**config.mk**
```make
export PLATFORM = sky130hd
export DESIGN_NAME = cpu_datapath
export DESIGN_NICKNAME = d
export VERILOG_FILES = /design/src/design/cpu_isa_pkg.sv /design/src/design/cpu_ctrl_pkg.sv /design/src/design/cpu_alu.sv /design/src/design/cpu_datapath.sv /design/src/design/cpu_regfile.sv
export SDC_FILE = /design/constraint.sdc
export NUM_CORES = 1
export LEC_CHECK = 0
export ABC_AREA = 0
export BUFFER_PORTS_ARGS = -buffer_cell sky130_fd_sc_hd__buf_2
export CAP_MARGIN = 10
export CORE_MARGIN = 5
export CORE_UTILIZATION = 47
export DETAILED_ROUTE_END_ITERATION = 7
export REMOVE_ABC_BUFFERS = 1
export SYNTH_ARGS = -nofsm -noshare
export SYNTH_HDL_FRONTEND = slang
export SYNTH_SLANG_ARGS = --single-unit
```
**constraint.sdc**
```tcl
create_clock -name clock -period 7.85 [get_ports clock]
set_input_delay 1.1775 -clock clock [delete_from_list [all_inputs] [get_ports clock]]
set_output_delay 1.1775 -clock clock [all_outputs]
set_load 0.02 [all_outputs]
```
**src/design/cpu_isa_pkg.sv**
```systemverilog
package cpu_isa_pkg;

    parameter int DATA_W = 16;

    // the single memory-mapped I/O word.
    parameter logic [DATA_W-1:0] IO_ADDR = 16'hFFFF;

    // ~~~~~~~~~~~~~~~~~~~~~~~~~~~~~~~~~~~~~~~~~~~~~~~~~~~~~~~~~~~~~~~~~
    // instruction word
    // ~~~~~~~~~~~~~~~~~~~~~~~~~~~~~~~~~~~~~~~~~~~~~~~~~~~~~~~~~~~~~~~~~

    typedef enum logic [3:0] {
        OP_ADD  = 4'h0,
        OP_SUB  = 4'h1,
        OP_AND  = 4'h2,
        OP_OR   = 4'h3,
        OP_XOR  = 4'h4,
        OP_SLT  = 4'h5,
        OP_LI   = 4'h6,
        OP_LD   = 4'h7,
        OP_ST   = 4'h8,
        OP_BNZ  = 4'h9,
        OP_HALT = 4'hF       // 4'hA to 4'hE decode as nop.
    } opcode_e;

    typedef struct packed {
        opcode_e    op;
        logic [3:0] rd;
        logic [3:0] rs1;     // high half of imm8.
        logic [3:0] rs2;     // also imm4, low half of imm8.
    } instr_t;

    typedef enum logic [2:0] {
        ALU_ADD = 3'd0,
        ALU_SUB = 3'd1,
        ALU_AND = 3'd2,
        ALU_OR  = 3'd3,
        ALU_XOR = 3'd4,
        ALU_SLT = 3'd5
    } alu_op_e;

endpackage

```
**src/design/cpu_ctrl_pkg.sv**
```systemverilog
package cpu_ctrl_pkg;

    typedef enum logic [2:0] {
        S_FETCH  = 3'd0,
        S_DECODE = 3'd1,
        S_EXEC   = 3'd2,
        S_MEM    = 3'd3,
        S_WB     = 3'd4,
        S_HALTED = 3'd5
    } state_e;

    typedef enum logic {ADDR_PC, ADDR_ALU} addr_sel_e;
    typedef enum logic {SRC_A_PC, SRC_A_REG} src_a_e;
    typedef enum logic [1:0] {SRC_B_REG, SRC_B_ONE, SRC_B_IMM4, SRC_B_IMM8} src_b_e;
    typedef enum logic [1:0] {WB_ALU, WB_MDR, WB_IMM8} wb_sel_e;

    typedef struct packed {
        logic                 pc_write;
        logic                 pc_write_cond;   // taken only if reg rd is nonzero.
        logic                 ir_write;        // ir loads on the following cycle.
        addr_sel_e            addr_sel;
        src_a_e               alu_src_a;
        src_b_e               alu_src_b;
        cpu_isa_pkg::alu_op_e alu_op;
        logic                 reg_write;
        wb_sel_e              wb_sel;
        logic                 mem_en;
        logic                 mem_we;
    } ctrl_t;

    typedef struct packed {
        logic                             en;
        logic                             we;
        logic [cpu_isa_pkg::DATA_W-1:0]   addr;
        logic [cpu_isa_pkg::DATA_W-1:0]   wdata;
    } mem_req_t;

endpackage

```
**src/design/cpu_alu.sv**
```systemverilog
`timescale 1ns/1ps

module cpu_alu (
    input  cpu_isa_pkg::alu_op_e           op,
    input  logic [cpu_isa_pkg::DATA_W-1:0] a,
    input  logic [cpu_isa_pkg::DATA_W-1:0] b,
    output logic [cpu_isa_pkg::DATA_W-1:0] y
);

    logic less;

    assign less = ($signed(a) < $signed(b));   // signed compare.

    always_comb
    begin
        case (op)
            cpu_isa_pkg::ALU_ADD: y = a + b;
            cpu_isa_pkg::ALU_SUB: y = a - b;
            cpu_isa_pkg::ALU_AND: y = a & b;
            cpu_isa_pkg::ALU_OR:  y = a | b;
            cpu_isa_pkg::ALU_XOR: y = a ^ b;
            cpu_isa_pkg::ALU_SLT: y = {{(cpu_isa_pkg::DATA_W-1){1'b0}}, less};
            default:              y = '0;
        endcase
    end

endmodule

```
**src/design/cpu_datapath.sv**
```systemverilog
`timescale 1ns/1ps

module cpu_datapath (
    input  logic                               clock,
    input  logic                               rst,
    input  logic                               start,
    input  cpu_ctrl_pkg::ctrl_t                ctrl,
    input  logic [cpu_isa_pkg::DATA_W-1:0]     mem_rdata,
    output cpu_isa_pkg::instr_t                instr,
    output cpu_ctrl_pkg::mem_req_t             mem_req
);

    localparam int W = cpu_isa_pkg::DATA_W;

    logic [W-1:0]        pc;
    logic [W-1:0]        mdr;
    logic [W-1:0]        a_q;
    logic [W-1:0]        b_q;
    logic [W-1:0]        alu_out;
    cpu_isa_pkg::instr_t ir;
    logic                ir_pending;
    logic [W-1:0]        rd1;
    logic [W-1:0]        rd2;
    logic [W-1:0]        alu_a;
    logic [W-1:0]        alu_b;
    logic [W-1:0]        alu_y;
    logic [W-1:0]        wb_data;
    logic [W-1:0]        imm4_zx;
    logic [W-1:0]        imm8_sx;
    logic [3:0]          ra2;
    logic                pc_load;

    // fetched word is decoded straight off the memory bus.
    assign instr = ir_pending ? cpu_isa_pkg::instr_t'(mem_rdata) : ir;

    assign ra2 = (instr.op inside {cpu_isa_pkg::OP_ST, cpu_isa_pkg::OP_BNZ}) ? instr.rd
                                                                             : instr.rs2;
    assign imm4_zx = W'(instr.rs2);
    assign imm8_sx = {{(W-8){instr.rs1[3]}}, instr.rs1, instr.rs2};

    cpu_regfile regfile_i (
        .clock (clock),
        .rst   (rst),
        .ra1   (instr.rs1),
        .ra2   (ra2),
        .wa    (instr.rd),
        .we    (ctrl.reg_write),
        .wdata (wb_data),
        .rd1   (rd1),
        .rd2   (rd2)
    );

    assign alu_a = (ctrl.alu_src_a == cpu_ctrl_pkg::SRC_A_PC) ? pc : a_q;

    always_comb
    begin
        case (ctrl.alu_src_b)
            cpu_ctrl_pkg::SRC_B_REG:  alu_b = b_q;
            cpu_ctrl_pkg::SRC_B_ONE:  alu_b = W'(1);
            cpu_ctrl_pkg::SRC_B_IMM4: alu_b = imm4_zx;
            default:                  alu_b = imm8_sx;
        endcase
    end

    cpu_alu alu_i (
        .op (ctrl.alu_op),
        .a  (alu_a),
        .b  (alu_b),
        .y  (alu_y)
    );

    always_comb
    begin
        case (ctrl.wb_sel)
            cpu_ctrl_pkg::WB_MDR:  wb_data = mdr;
            cpu_ctrl_pkg::WB_IMM8: wb_data = imm8_sx;
            default:               wb_data = alu_out;
        endcase
    end

    // b holds reg rd during a branch.
    assign pc_load = ctrl.pc_write || (ctrl.pc_write_cond && (b_q != '0));

    always_ff @(posedge clock)
    begin
        if (rst || start)
            pc <= '0;
        else if (pc_load)
            pc <= ctrl.pc_write_cond ? alu_out : alu_y;
    end

    always_ff @(posedge clock)
    begin
        if (rst)
        begin
            ir_pending <= 1'b0;
            ir         <= '0;
        end
        else
        begin
            ir_pending <= ctrl.ir_write;
            if (ir_pending)
                ir <= cpu_isa_pkg::instr_t'(mem_rdata);
        end
    end

    always_ff @(posedge clock)
    begin
        a_q     <= rd1;
        b_q     <= rd2;
        mdr     <= mem_rdata;
        alu_out <= alu_y;
    end

    always_comb
    begin
        mem_req.en    = ctrl.mem_en;
        mem_req.we    = ctrl.mem_we;
        mem_req.addr  = (ctrl.addr_sel == cpu_ctrl_pkg::ADDR_PC) ? pc : alu_y;
        mem_req.wdata = b_q;
    end

endmodule

```
**src/design/cpu_regfile.sv**
```systemverilog
`timescale 1ns/1ps

module cpu_regfile (
    input  logic                           clock,
    input  logic                           rst,
    input  logic [3:0]                     ra1,
    input  logic [3:0]                     ra2,
    input  logic [3:0]                     wa,
    input  logic                           we,
    input  logic [cpu_isa_pkg::DATA_W-1:0] wdata,
    output logic [cpu_isa_pkg::DATA_W-1:0] rd1,
    output logic [cpu_isa_pkg::DATA_W-1:0] rd2
);

    logic [cpu_isa_pkg::DATA_W-1:0] regs [16];

    always_ff @(posedge clock)
    begin
        if (rst)
        begin
            for (int i = 0; i < 16; i++)
                regs[i] <= '0;
        end
        else if (we)
            regs[wa] <= wdata;
    end

    assign rd1 = regs[ra1];
    assign rd2 = regs[ra2];

endmodule

```
==> results.ini <==
[die]
num_rows = 74
die_w_um = 214
dieArea_mm2 = 0.0458
die_h_um = 214
boundaryPins = 84
core-area_mm2 = 0.0410
start_util = 0.477

[worst_setup_path]
cp-end-kind = primary output
path_class = flip-flop to primary output
arrival_ns = 5.45
critical_path.startpoint_type = flip-flop
crit_fanout = 20
crit_required_ns = 6.67
reg2reg_depth = 10

[layout]
syn_to_final_growth_pct = 11.2
multi_input_area_mm2 = 0.00909
fillers = 3729
layout_common_cells = 351 x nand2_1, 321 x nor2_1, 256 x edfxtp_1, 138 x nand3_1, 132 x mux2i_1
layout_commonest_cell = nand2_1
ff_latch_area_mm2 = 0.00963
final_util = 0.531
drive_gt1_frac = 0.110
num-nets-final = 2193

[sta]
hold_viol = 0
skew_ns = 0.0314
post-route-min-period_ns = 6.63
fin_crit_sh = 0.844
grt_setup_unrepaired = no
drv_slew = 0
setup_tns_ns = 0
max_freq_ghz = 0.151
setup_viol = 0
slew_headroom = 0.201
fin_ws_ns = 1.22
worst_pin_slew_ns = 1.19

[clock_tree]
numCtsBuffers = 42
post_cts_buffers = 0
cts.sinks = 353
cts_tree = yes
cts_max_path_buffers = 3
cts_hold_buf = 0
ctsRootBufferMaster = clkbuf_16
path_clk_slew_ns = 0.06
ctsResizeCount = 0
clk_latency_ns = 0.59
htree_levels = 2

[synth]
synthArstFlopShare = 0
ys.flop_type = edfxtp_1
synth-seq-cells = 353
postSynthCellCount = 2106
yosysSeqAreaShare = 0.492
synth_cell_types = 78
yosysWarnings = 0
synth_area_per_cell_um2 = 9.29
syn_area_mm2 = 0.0196
synth_edf_count = 256

[route]
first_pass_iters = 6
wl_per_cell_um = 25.1
ant_nets = 0
drc_errors = 0
wirelength_um = 67200
drt_iter0_markers = 1816
vias_per_cell = 6.15
dr_total_vias = 16440

[status]
outcome = complete, no violations

[pwr]
totalPowerFinal_w = 0.00543
peakVddDrop_v = 0.000173
power.density_mw_per_mm2 = 249
leakage_nw = 8.95

[global_routing]
grt_pass1_wl_um = 101000
track_usage = 0.281
grt_start_max_net_pins = 130
grt_pass1_vias = 15892
antenna_found_initial = 2
grt.overflow.total = 0

[worst_hold_path]
hold_path.class = flip-flop to flip-flop
min_path_cells = 2

[placement]
place_ws_ns = 1.88
io_buffers = 79
dp_hpwl_um = 45400
globalplace.congestion = 0.950

[job]
maxCapViolations = 0

sequential cells by signal (all words and copies together), names as in the netlist:
| register | flops |
|---|---|
| a_q | 16 |
| alu_out | 16 |
| b_q | 16 |
| ir | 16 |
| ir_pending | 1 |
| mdr | 16 |
| pc | 16 |
| regfile_i.regs | 256 |
final timing paths:
kind	slack [ns]	from	endpoint
worst max-delay path	1.22	ir_pending	mem_req[28]
worst min-delay path	0.47	pc[5]	pc[5]
worst max register to register	3.11	ir_pending	pc[14]
worst min register to register	0.47	pc[5]	pc[5]
Yosys cell counts, types with 5 or more instances:
cell type / instances / area [um2]
a211oi_1: 12 / 90.1
a21o_1: 18 / 135
a21oi_1: 45 / 225
a221o_1: 10 / 100
a311oi_1: 36 / 315
a31oi_1: 27 / 169
a31oi_2: 7 / 87.6
and2_1: 6 / 37.5
and3_1: 21 / 131
buf_1: 15 / 56.3
buf_2: 35 / 175
clkbuf_1: 96 / 360
dfxtp_1: 97 / 1940
edfxtp_1: 256 / 7690
ha_1: 50 / 626
inv_1: 69 / 259
mux2_2: 25 / 282
mux2i_1: 137 / 1370
nand2_1: 351 / 1320
nand2b_1: 25 / 156
nand3_1: 138 / 691
nor2_1: 321 / 1200
nor2b_1: 18 / 113
nor3_1: 22 / 110
nor4_1: 10 / 62.6
o211ai_1: 14 / 105
o21ai_0: 39 / 195
o21ai_1: 18 / 90.1
o21bai_1: 5 / 37.5
o22ai_1: 70 / 438
or4_1: 17 / 128
xnor2_1: 5 / 43.8
cell families after synthesis:
family | share of synthesized area
buffers and inverters | 0.0473
multiplexers | 0.0882
AND/OR/NAND/NOR | 0.209
adder cells (fa/ha/maj) | 0.0340
XOR/XNOR | 0.00358
flip-flops | 0.492
AO/OA/AOI/OAI | 0.126
routing by layer:
layer / global-route usage / vias up / wire length [um]
met5: 0 / - / 13
met4: 0.0971 / 2 / 2300
met1: 0.381 / 8026 / 27900
met2: 0.462 / 755 / 31500
met3: 0.0466 / 125 / 5410
li1: - / 7532 / -
critical path: stages, from the launching register on:
cell	delay, ns
dfxtp_1	1.09
o21ai_0	0.61
a22o_1	0.35
ha_1	0.44
o21bai_1	0.17
a2111oi_1	0.80
o21bai_1	0.20
and3_1	0.22
o21ai_0	0.36
o21ai_0	0.18
a31oi_1	0.25
buf_2	0.20
metrics by stage:
stage	cell area, um2	hold WS [ns]	instances
after floorplan	18900	0.440	1953
after global placement	20300	0.462	2591
after detailed placement	20300	0.472	2591
after CTS	21700	0.478	2669
after global routing	21800	0.495	2674
final	21800	0.473	2674
power by group:
group	internal [W]	switching, W	total [W]
Clock	0.00122	0.000823	0.00204
Sequential	0.00212	0.0000943	0.00222
Combinational	0.000373	0.000796	0.00117
area by class of cell:
class,instances,share of cell area
Timing Repair Buffer,110,0.0300
Tap cell,532,0.0306
Multi-Input combinational cell,1528,0.418
Clock buffer,56,0.0535
Antenna cell,1,0.000115
Clock inverter,22,0.0133
Inverter,72,0.0125
Sequential cell,353,0.442
Note: power is estimated with default switching activity, not from simulation.
