==> config.mk <==
export PLATFORM = sky130hd
export DESIGN_NAME = cpu_control
export DESIGN_NICKNAME = d
export VERILOG_FILES = /design/src/design/cpu_isa_pkg.sv /design/src/design/cpu_ctrl_pkg.sv /design/src/design/cpu_control.sv
export SDC_FILE = /design/constraint.sdc
export NUM_CORES = 1
export LEC_CHECK = 0
export CAP_MARGIN = 20
export CORE_AREA = 2 2 39 41
export CTS_BUF_LIST = sky130_fd_sc_hd__clkbuf_2
export DETAILED_ROUTE_END_ITERATION = 10
export DIE_AREA = 0 0 41 43
export DONT_BUFFER_PORTS = 1
export PLACE_DENSITY = 0.51
export SLEW_MARGIN = 10
export SYNTH_ARGS = -nofsm -noshare
export SYNTH_HDL_FRONTEND = slang
export SYNTH_SLANG_ARGS = --single-unit
==> constraint.sdc <==
create_clock -name clock -period 1.1 [get_ports clock]
set_input_delay 0 -clock clock [delete_from_list [all_inputs] [get_ports clock]]
set_output_delay 0 -clock clock [all_outputs]
set_load 0.02 [all_outputs]
==> src/design/cpu_isa_pkg.sv <==
package cpu_isa_pkg;

    parameter int DATA_W = 16;

    // the single memory-mapped I/O word.
    parameter logic [DATA_W-1:0] IO_ADDR = 16'hFFFF;

    // ~~~~~~~~~~~~~~~~~~~~~~~~~~~~~~~~~~~~~~~~~~~~~~~~~~~~~~~~~~~~~~~~~
    // instruction word
    // ~~~~~~~~~~~~~~~~~~~~~~~~~~~~~~~~~~~~~~~~~~~~~~~~~~~~~~~~~~~~~~~~~

    typedef enum logic [3:0] {
        OP_ADD  = 4'h0,
        OP_SUB  = 4'h1,
        OP_AND  = 4'h2,
        OP_OR   = 4'h3,
        OP_XOR  = 4'h4,
        OP_SLT  = 4'h5,
        OP_LI   = 4'h6,
        OP_LD   = 4'h7,
        OP_ST   = 4'h8,
        OP_BNZ  = 4'h9,
        OP_HALT = 4'hF       // 4'hA to 4'hE decode as nop.
    } opcode_e;

    typedef struct packed {
        opcode_e    op;
        logic [3:0] rd;
        logic [3:0] rs1;     // high half of imm8.
        logic [3:0] rs2;     // also imm4, low half of imm8.
    } instr_t;

    typedef enum logic [2:0] {
        ALU_ADD = 3'd0,
        ALU_SUB = 3'd1,
        ALU_AND = 3'd2,
        ALU_OR  = 3'd3,
        ALU_XOR = 3'd4,
        ALU_SLT = 3'd5
    } alu_op_e;

endpackage

==> src/design/cpu_ctrl_pkg.sv <==
package cpu_ctrl_pkg;

    typedef enum logic [2:0] {
        S_FETCH  = 3'd0,
        S_DECODE = 3'd1,
        S_EXEC   = 3'd2,
        S_MEM    = 3'd3,
        S_WB     = 3'd4,
        S_HALTED = 3'd5
    } state_e;

    typedef enum logic {ADDR_PC, ADDR_ALU} addr_sel_e;
    typedef enum logic {SRC_A_PC, SRC_A_REG} src_a_e;
    typedef enum logic [1:0] {SRC_B_REG, SRC_B_ONE, SRC_B_IMM4, SRC_B_IMM8} src_b_e;
    typedef enum logic [1:0] {WB_ALU, WB_MDR, WB_IMM8} wb_sel_e;

    typedef struct packed {
        logic                 pc_write;
        logic                 pc_write_cond;   // taken only if reg rd is nonzero.
        logic                 ir_write;        // ir loads on the following cycle.
        addr_sel_e            addr_sel;
        src_a_e               alu_src_a;
        src_b_e               alu_src_b;
        cpu_isa_pkg::alu_op_e alu_op;
        logic                 reg_write;
        wb_sel_e              wb_sel;
        logic                 mem_en;
        logic                 mem_we;
    } ctrl_t;

    typedef struct packed {
        logic                             en;
        logic                             we;
        logic [cpu_isa_pkg::DATA_W-1:0]   addr;
        logic [cpu_isa_pkg::DATA_W-1:0]   wdata;
    } mem_req_t;

endpackage

==> src/design/cpu_control.sv <==
`timescale 1ns/1ps

module cpu_control (
    input  logic                clock,
    input  logic                rst,
    input  logic                start,
    input  cpu_isa_pkg::instr_t instr,
    output cpu_ctrl_pkg::ctrl_t ctrl,
    output logic                busy
);

    cpu_ctrl_pkg::state_e state;
    cpu_ctrl_pkg::state_e state_next;
    logic                 is_rtype;

    assign is_rtype = instr.op inside {cpu_isa_pkg::OP_ADD, cpu_isa_pkg::OP_SUB,
                                       cpu_isa_pkg::OP_AND, cpu_isa_pkg::OP_OR,
                                       cpu_isa_pkg::OP_XOR, cpu_isa_pkg::OP_SLT};

    assign busy = (state != cpu_ctrl_pkg::S_HALTED);

    always_ff @(posedge clock)
    begin
        if (rst)
            state <= cpu_ctrl_pkg::S_HALTED;
        else
            state <= state_next;
    end

    // ~~~~~~~~~~~~~~~~~~~~~~~~~~~~~~~~~~~~~~~~~~~~~~~~~~~~~~~~~~~~~~~~~
    // sequencing
    // ~~~~~~~~~~~~~~~~~~~~~~~~~~~~~~~~~~~~~~~~~~~~~~~~~~~~~~~~~~~~~~~~~

    always_comb
    begin
        state_next = state;
        case (state)
            cpu_ctrl_pkg::S_HALTED: if (start) state_next = cpu_ctrl_pkg::S_FETCH;
            cpu_ctrl_pkg::S_FETCH:  state_next = cpu_ctrl_pkg::S_DECODE;
            cpu_ctrl_pkg::S_DECODE:
            begin
                if (instr.op == cpu_isa_pkg::OP_HALT)
                    state_next = cpu_ctrl_pkg::S_HALTED;
                else if (is_rtype || instr.op inside {cpu_isa_pkg::OP_LI, cpu_isa_pkg::OP_LD,
                                                     cpu_isa_pkg::OP_ST, cpu_isa_pkg::OP_BNZ})
                    state_next = cpu_ctrl_pkg::S_EXEC;
                else
                    state_next = cpu_ctrl_pkg::S_FETCH;    // nop.
            end
            cpu_ctrl_pkg::S_EXEC:
            begin
                if (instr.op inside {cpu_isa_pkg::OP_LD, cpu_isa_pkg::OP_ST})
                    state_next = cpu_ctrl_pkg::S_MEM;
                else if (instr.op == cpu_isa_pkg::OP_BNZ)
                    state_next = cpu_ctrl_pkg::S_FETCH;
                else
                    state_next = cpu_ctrl_pkg::S_WB;
            end
            cpu_ctrl_pkg::S_MEM:
            begin
                if (instr.op == cpu_isa_pkg::OP_LD)
                    state_next = cpu_ctrl_pkg::S_WB;
                else
                    state_next = cpu_ctrl_pkg::S_FETCH;
            end
            default: state_next = cpu_ctrl_pkg::S_FETCH;   // writeback.
        endcase
    end

    // ~~~~~~~~~~~~~~~~~~~~~~~~~~~~~~~~~~~~~~~~~~~~~~~~~~~~~~~~~~~~~~~~~
    // control word
    // ~~~~~~~~~~~~~~~~~~~~~~~~~~~~~~~~~~~~~~~~~~~~~~~~~~~~~~~~~~~~~~~~~

    always_comb
    begin
        ctrl = '0;
        case (state)
            cpu_ctrl_pkg::S_FETCH:
            begin
                ctrl.mem_en    = 1'b1;
                ctrl.addr_sel  = cpu_ctrl_pkg::ADDR_PC;
                ctrl.ir_write  = 1'b1;
                ctrl.alu_src_a = cpu_ctrl_pkg::SRC_A_PC;
                ctrl.alu_src_b = cpu_ctrl_pkg::SRC_B_ONE;
                ctrl.pc_write  = 1'b1;                     // pc + 1.
            end
            cpu_ctrl_pkg::S_DECODE:
            begin
                ctrl.alu_src_a = cpu_ctrl_pkg::SRC_A_PC;
                ctrl.alu_src_b = cpu_ctrl_pkg::SRC_B_IMM8; // branch target.
            end
            cpu_ctrl_pkg::S_EXEC:
            begin
                if (is_rtype)
                begin
                    ctrl.alu_src_a = cpu_ctrl_pkg::SRC_A_REG;
                    ctrl.alu_src_b = cpu_ctrl_pkg::SRC_B_REG;
                    ctrl.alu_op    = cpu_isa_pkg::alu_op_e'(instr.op[2:0]);
                end
                else if (instr.op inside {cpu_isa_pkg::OP_LD, cpu_isa_pkg::OP_ST})
                begin
                    ctrl.alu_src_a = cpu_ctrl_pkg::SRC_A_REG;
                    ctrl.alu_src_b = cpu_ctrl_pkg::SRC_B_IMM4;
                    ctrl.addr_sel  = cpu_ctrl_pkg::ADDR_ALU;
                    ctrl.mem_en    = (instr.op == cpu_isa_pkg::OP_LD);
                end
                else if (instr.op == cpu_isa_pkg::OP_BNZ)
                    ctrl.pc_write_cond = 1'b1;
            end
            cpu_ctrl_pkg::S_MEM:
            begin
                ctrl.alu_src_a = cpu_ctrl_pkg::SRC_A_REG;
                ctrl.alu_src_b = cpu_ctrl_pkg::SRC_B_IMM4;
                ctrl.addr_sel  = cpu_ctrl_pkg::ADDR_ALU;
                ctrl.mem_en    = (instr.op == cpu_isa_pkg::OP_ST);
                ctrl.mem_we    = (instr.op == cpu_isa_pkg::OP_ST);
            end
            cpu_ctrl_pkg::S_WB:
            begin
                ctrl.reg_write = 1'b1;
                if (instr.op == cpu_isa_pkg::OP_LD)
                    ctrl.wb_sel = cpu_ctrl_pkg::WB_MDR;
                else if (instr.op == cpu_isa_pkg::OP_LI)
                    ctrl.wb_sel = cpu_ctrl_pkg::WB_IMM8;
                else
                    ctrl.wb_sel = cpu_ctrl_pkg::WB_ALU;
            end
            default: ctrl = '0;
        endcase
    end

endmodule

==> results.md <==
* Count of TritonRoute iterations in the first routing pass at 4
* Post-Syn Area at ~430 µm²
* Root Buffer Master: clkbuf_2
* Final Worst Setup Slack at -0.234 ns
* Avg Inst Size Synth at 7.04 µm²
* Post-synthesis net count at 80
* Most numerous cell in the Yosys netlist: nor2_1
* Number of filler instances in the final layout at 128
* Cell types with the highest counts after synthesis: nor2_1, nand2_1, nor3_1, o21ai_0
* Count of boundary I/O pins at 35
* Post-synthesis register bit count at 3
* Max Cap Violations at 0
* Top cells by area, synth: dfxtp_1, nor2_1, nand3b_1
* Number of enable-type register cells in the synthesized netlist at 0
* Starting density of the core at about 31%
* Buffers and inverters on the worst path at 1
* Reg-to-reg critical path startpoint: state[0]
* Vertical extent of the die at ~43 µm
* Yosys top cell area share at about 14%
* Measured slew at the worst slew-check pin at 0.374 ns
* Synthesis Warnings at 0
* Largest fanout of any net on the critical path at 4
* Compound-gate portion of the synthesized area at 21.6%
* Leakage dissipation at between 0.3 and 0.4 nW
* Min-delay worst type: in2reg
* CTS buffer count at 3
* Clock network latency to the later pin of the worst-skew pair at between 0.2 and 0.25 ns
* Number of I/O port buffers at 0
* Max-Slew Margin vs Limit at about three quarters
* Number of global-route vias before repair at 492
* H-Tree Depth at 1
* Number of DRC violations after detailed-routing iteration 0 at 6
* Area occupied by registers at a little under 70 µm²
* Total number of placement rows at 14
* Post-Route Hold Slack at 0.0381 ns
* Worst path top cell family by delay: simple AND/OR/NAND/NOR gates
* Via count at 537
* Final hold violation count at 0
* Chip Width at 41 µm
* Via count normalized by instance count at 5.21
* Multiplexer area fraction after synthesis at 0%
* Worst vdd rail ir drop at 0.000337 V
* Final clock skew at ~0.0057 ns
* Number of antenna cells inserted at 0
* Setup slack of the worst register-to-register path at -0.01 ns
* CP Data Required Time at 1.10 ns
* Setup Slack @ Placement at -0.00219 ns
* Aggregate global-route resource usage at approximately 18%
* Min-Delay Endpoint: state[1]
* Synthesis-to-finish area growth at 83.7%
* Largest incremental delay on the critical path at between 0.3 and 0.4 ns
* Hold path depth at 3
* Cell taking the most area after synthesis: dfxtp_1
* Wire per inst at about 13 µm
* Max Buffers Root-to-Sink at 2
* Dominant register cell in the synthesized netlist: dfxtp_1
* Unrepaired setup endpoints after global routing: yes
* Period utilisation layout at 121%
* FMAX at 750 MHz
* Arrival time at the worst endpoint at 1.33 ns
* Residual DRC at 0
* Worst Min Path Start: instr[14]
* CTS tree: done
* Fraction of layout cells with a size suffix above 1 at ~67%
* Worst path cell trace: nand2b_4 -> or2_4 -> nor4b_2 -> buf_4
* Max reg flops at 3
* Max-slew violation count at 0
* Async set or reset register ratio after synthesis at 0%
* Cell count of the worst reg-to-reg path at 6
* Number of nets with antenna violations after detailed routing at 0
* Final global-route overflow total at 0
* Initial antenna violation count at 0
* Core outline area at ~0.0014 mm²
* Total power per unit cell area at between 700 and 800 mW/mm²
* Count of cell types in the netlist at 28
* Global-route wire length before repair at 2150 µm
* Net count of the finished layout at roughly 110
* Post-synthesis share of cell area spent on xor and xnor gates at 0%
* Violated checks: setup timing
* Post-synthesis adder-cell area fraction at 0%
* Outcome: finished, violations left
* Routability-driven placement congestion ratio at between 0.7 and 0.8
* Critical path's slowest cell: dfxtp_2
* Combinational family with the most area after synthesis: simple AND/OR/NAND/NOR gates
* Clk pin slew, worst setup/hold paths at 0.05 ns
* Gate count after technology mapping at between 60 and 70
* Area of the multi-input gates at 409 µm²
* Wire length reported by the detailed router at 1320 µm
* Register with the most flip-flops: state
* Detail Placement HPWL at slightly above 800 µm
* Area enclosed by the die boundary at 0.00176 mm²
* Launching element type of the critical path: flop
* Endpoint kind of the worst setup timing path: primary output
* Sequential element share of the synthesized area at between 10 and 15%
* Simple logic cell fraction of the synthesized area at a little over half
* Final critical-path required period at 1.33 ns
* Clock sink count at 3
* Setup Viol. Count Final at 14
* Worst reg2reg path endpoint: state[2]
* WS Path Type: reg2out
* Maximum number of pins on one net before global-route repair at 13
* Regs by FF count: state x3
layout by cell type (no fill, tap or decap):
cell	n
inv_2	1
or2_4	1
buf_4	17
nand3_2	1
o31ai_1	2
nor2_2	2
nand2_2	1
nand4b_1	1
dfxtp_2	1
nand2_1	3
nor2_1	10
o21ai_0	4
nor3_2	2
a21oi_4	1
nor2b_1	1
nor4_2	2
nor3_4	1
a41oi_2	1
dlygate4sd3_1	2
clkbuf_2	4
a21oi_2	2
and4bb_4	1
nand3b_1	3
o31ai_4	1
nor3_1	1
and2b_2	1
nand3_1	1
dfxtp_4	2
a211oi_2	1
buf_6	10
nand2b_1	1
nand3b_4	1
nand2b_4	1
inv_4	1
nor4b_2	2
area by class of cell:
| cell class | instances | area share (%) |
|---|---|---|
| clock buffers | 4 | 2.54 |
| repair buffers | 29 | 33.0 |
| flip-flops and latches | 3 | 8.73 |
| inverters | 2 | 1.27 |
| multi-input cells | 49 | 51.9 |
| well taps | 16 | 2.54 |
worst register-to-register path, cell delays in order, from the launching register on:
cell and delay, ns:
dfxtp_4 0.35, buf_6 0.12, buf_6 0.12, nand3b_1 0.09
nor2_1 0.06, nor3_2 0.15, o31ai_1 0.09
metrics by stage:
| step | total power, mW | util [%] | cell area, µm² | setup TNS (ns) | instances |
|---|---|---|---|---|---|
| after global routing | 0.658 | 57.0 | 788 | -2.46 | 103 |
| after detailed placement | 0.347 | 42.0 | 582 | -0.00219 | 91 |
| after CTS | 0.598 | 54.0 | 747 | -1.64 | 104 |
| after floorplan | 0.299 | - | 454 | -0.844 | 61 |
| after global placement | 0.346 | 42.0 | 582 | 0 | 91 |
| final | 0.614 | 57.0 | 788 | -1.52 | 103 |
per-layer routing:
metal  part of all wire, %  vias up  wire [µm]  global-route usage (%)
met5                     0        -          0                       0
met4                  0.76        0         10                    10.0
met3                   5.2        2         69                    4.19
met2                    50       11        660                    25.6
met1                    44      254        578                    22.4
li1                      -      270          -                       -
worst max path at each step:
stage	to	cells after the start	from	slack (ns)
floorplan	ctrl[7]	4	state[2]	-0.20
global placement	ctrl[7]	3	state[0]	0.0007
detailed placement	ctrl[7]	4	state[1]	-0.002
CTS	ctrl[7]	4	state[2]	-0.24
global route	ctrl[7]	4	state[2]	-0.29
finish	ctrl[7]	4	state[2]	-0.23
power breakdown:
part           switching [mW]  total, mW  internal, mW
Clock                  0.0683      0.164        0.0961
Sequential             0.0104      0.129         0.119
Combinational           0.157      0.320         0.163
Total                   0.236      0.614         0.378
cells by family (layout without fill, tap and decap cells):
logic type | count (synthesis) | count (layout)
AND/OR/NAND/NOR | 37 | 37
AO/OA/AOI/OAI | 12 | 12
buffers and inverters | 9 | 35
flip-flops | 3 | 3
repair_timing:
action	4_1_cts	5_1_grt
hold endpoints to repair	3	0
pin swaps	5	7
setup buffers	7	1
resized for setup	23	11
hold buffers	2	0
setup endpoints to repair	12	18
Power figures use the tool's default switching activity.
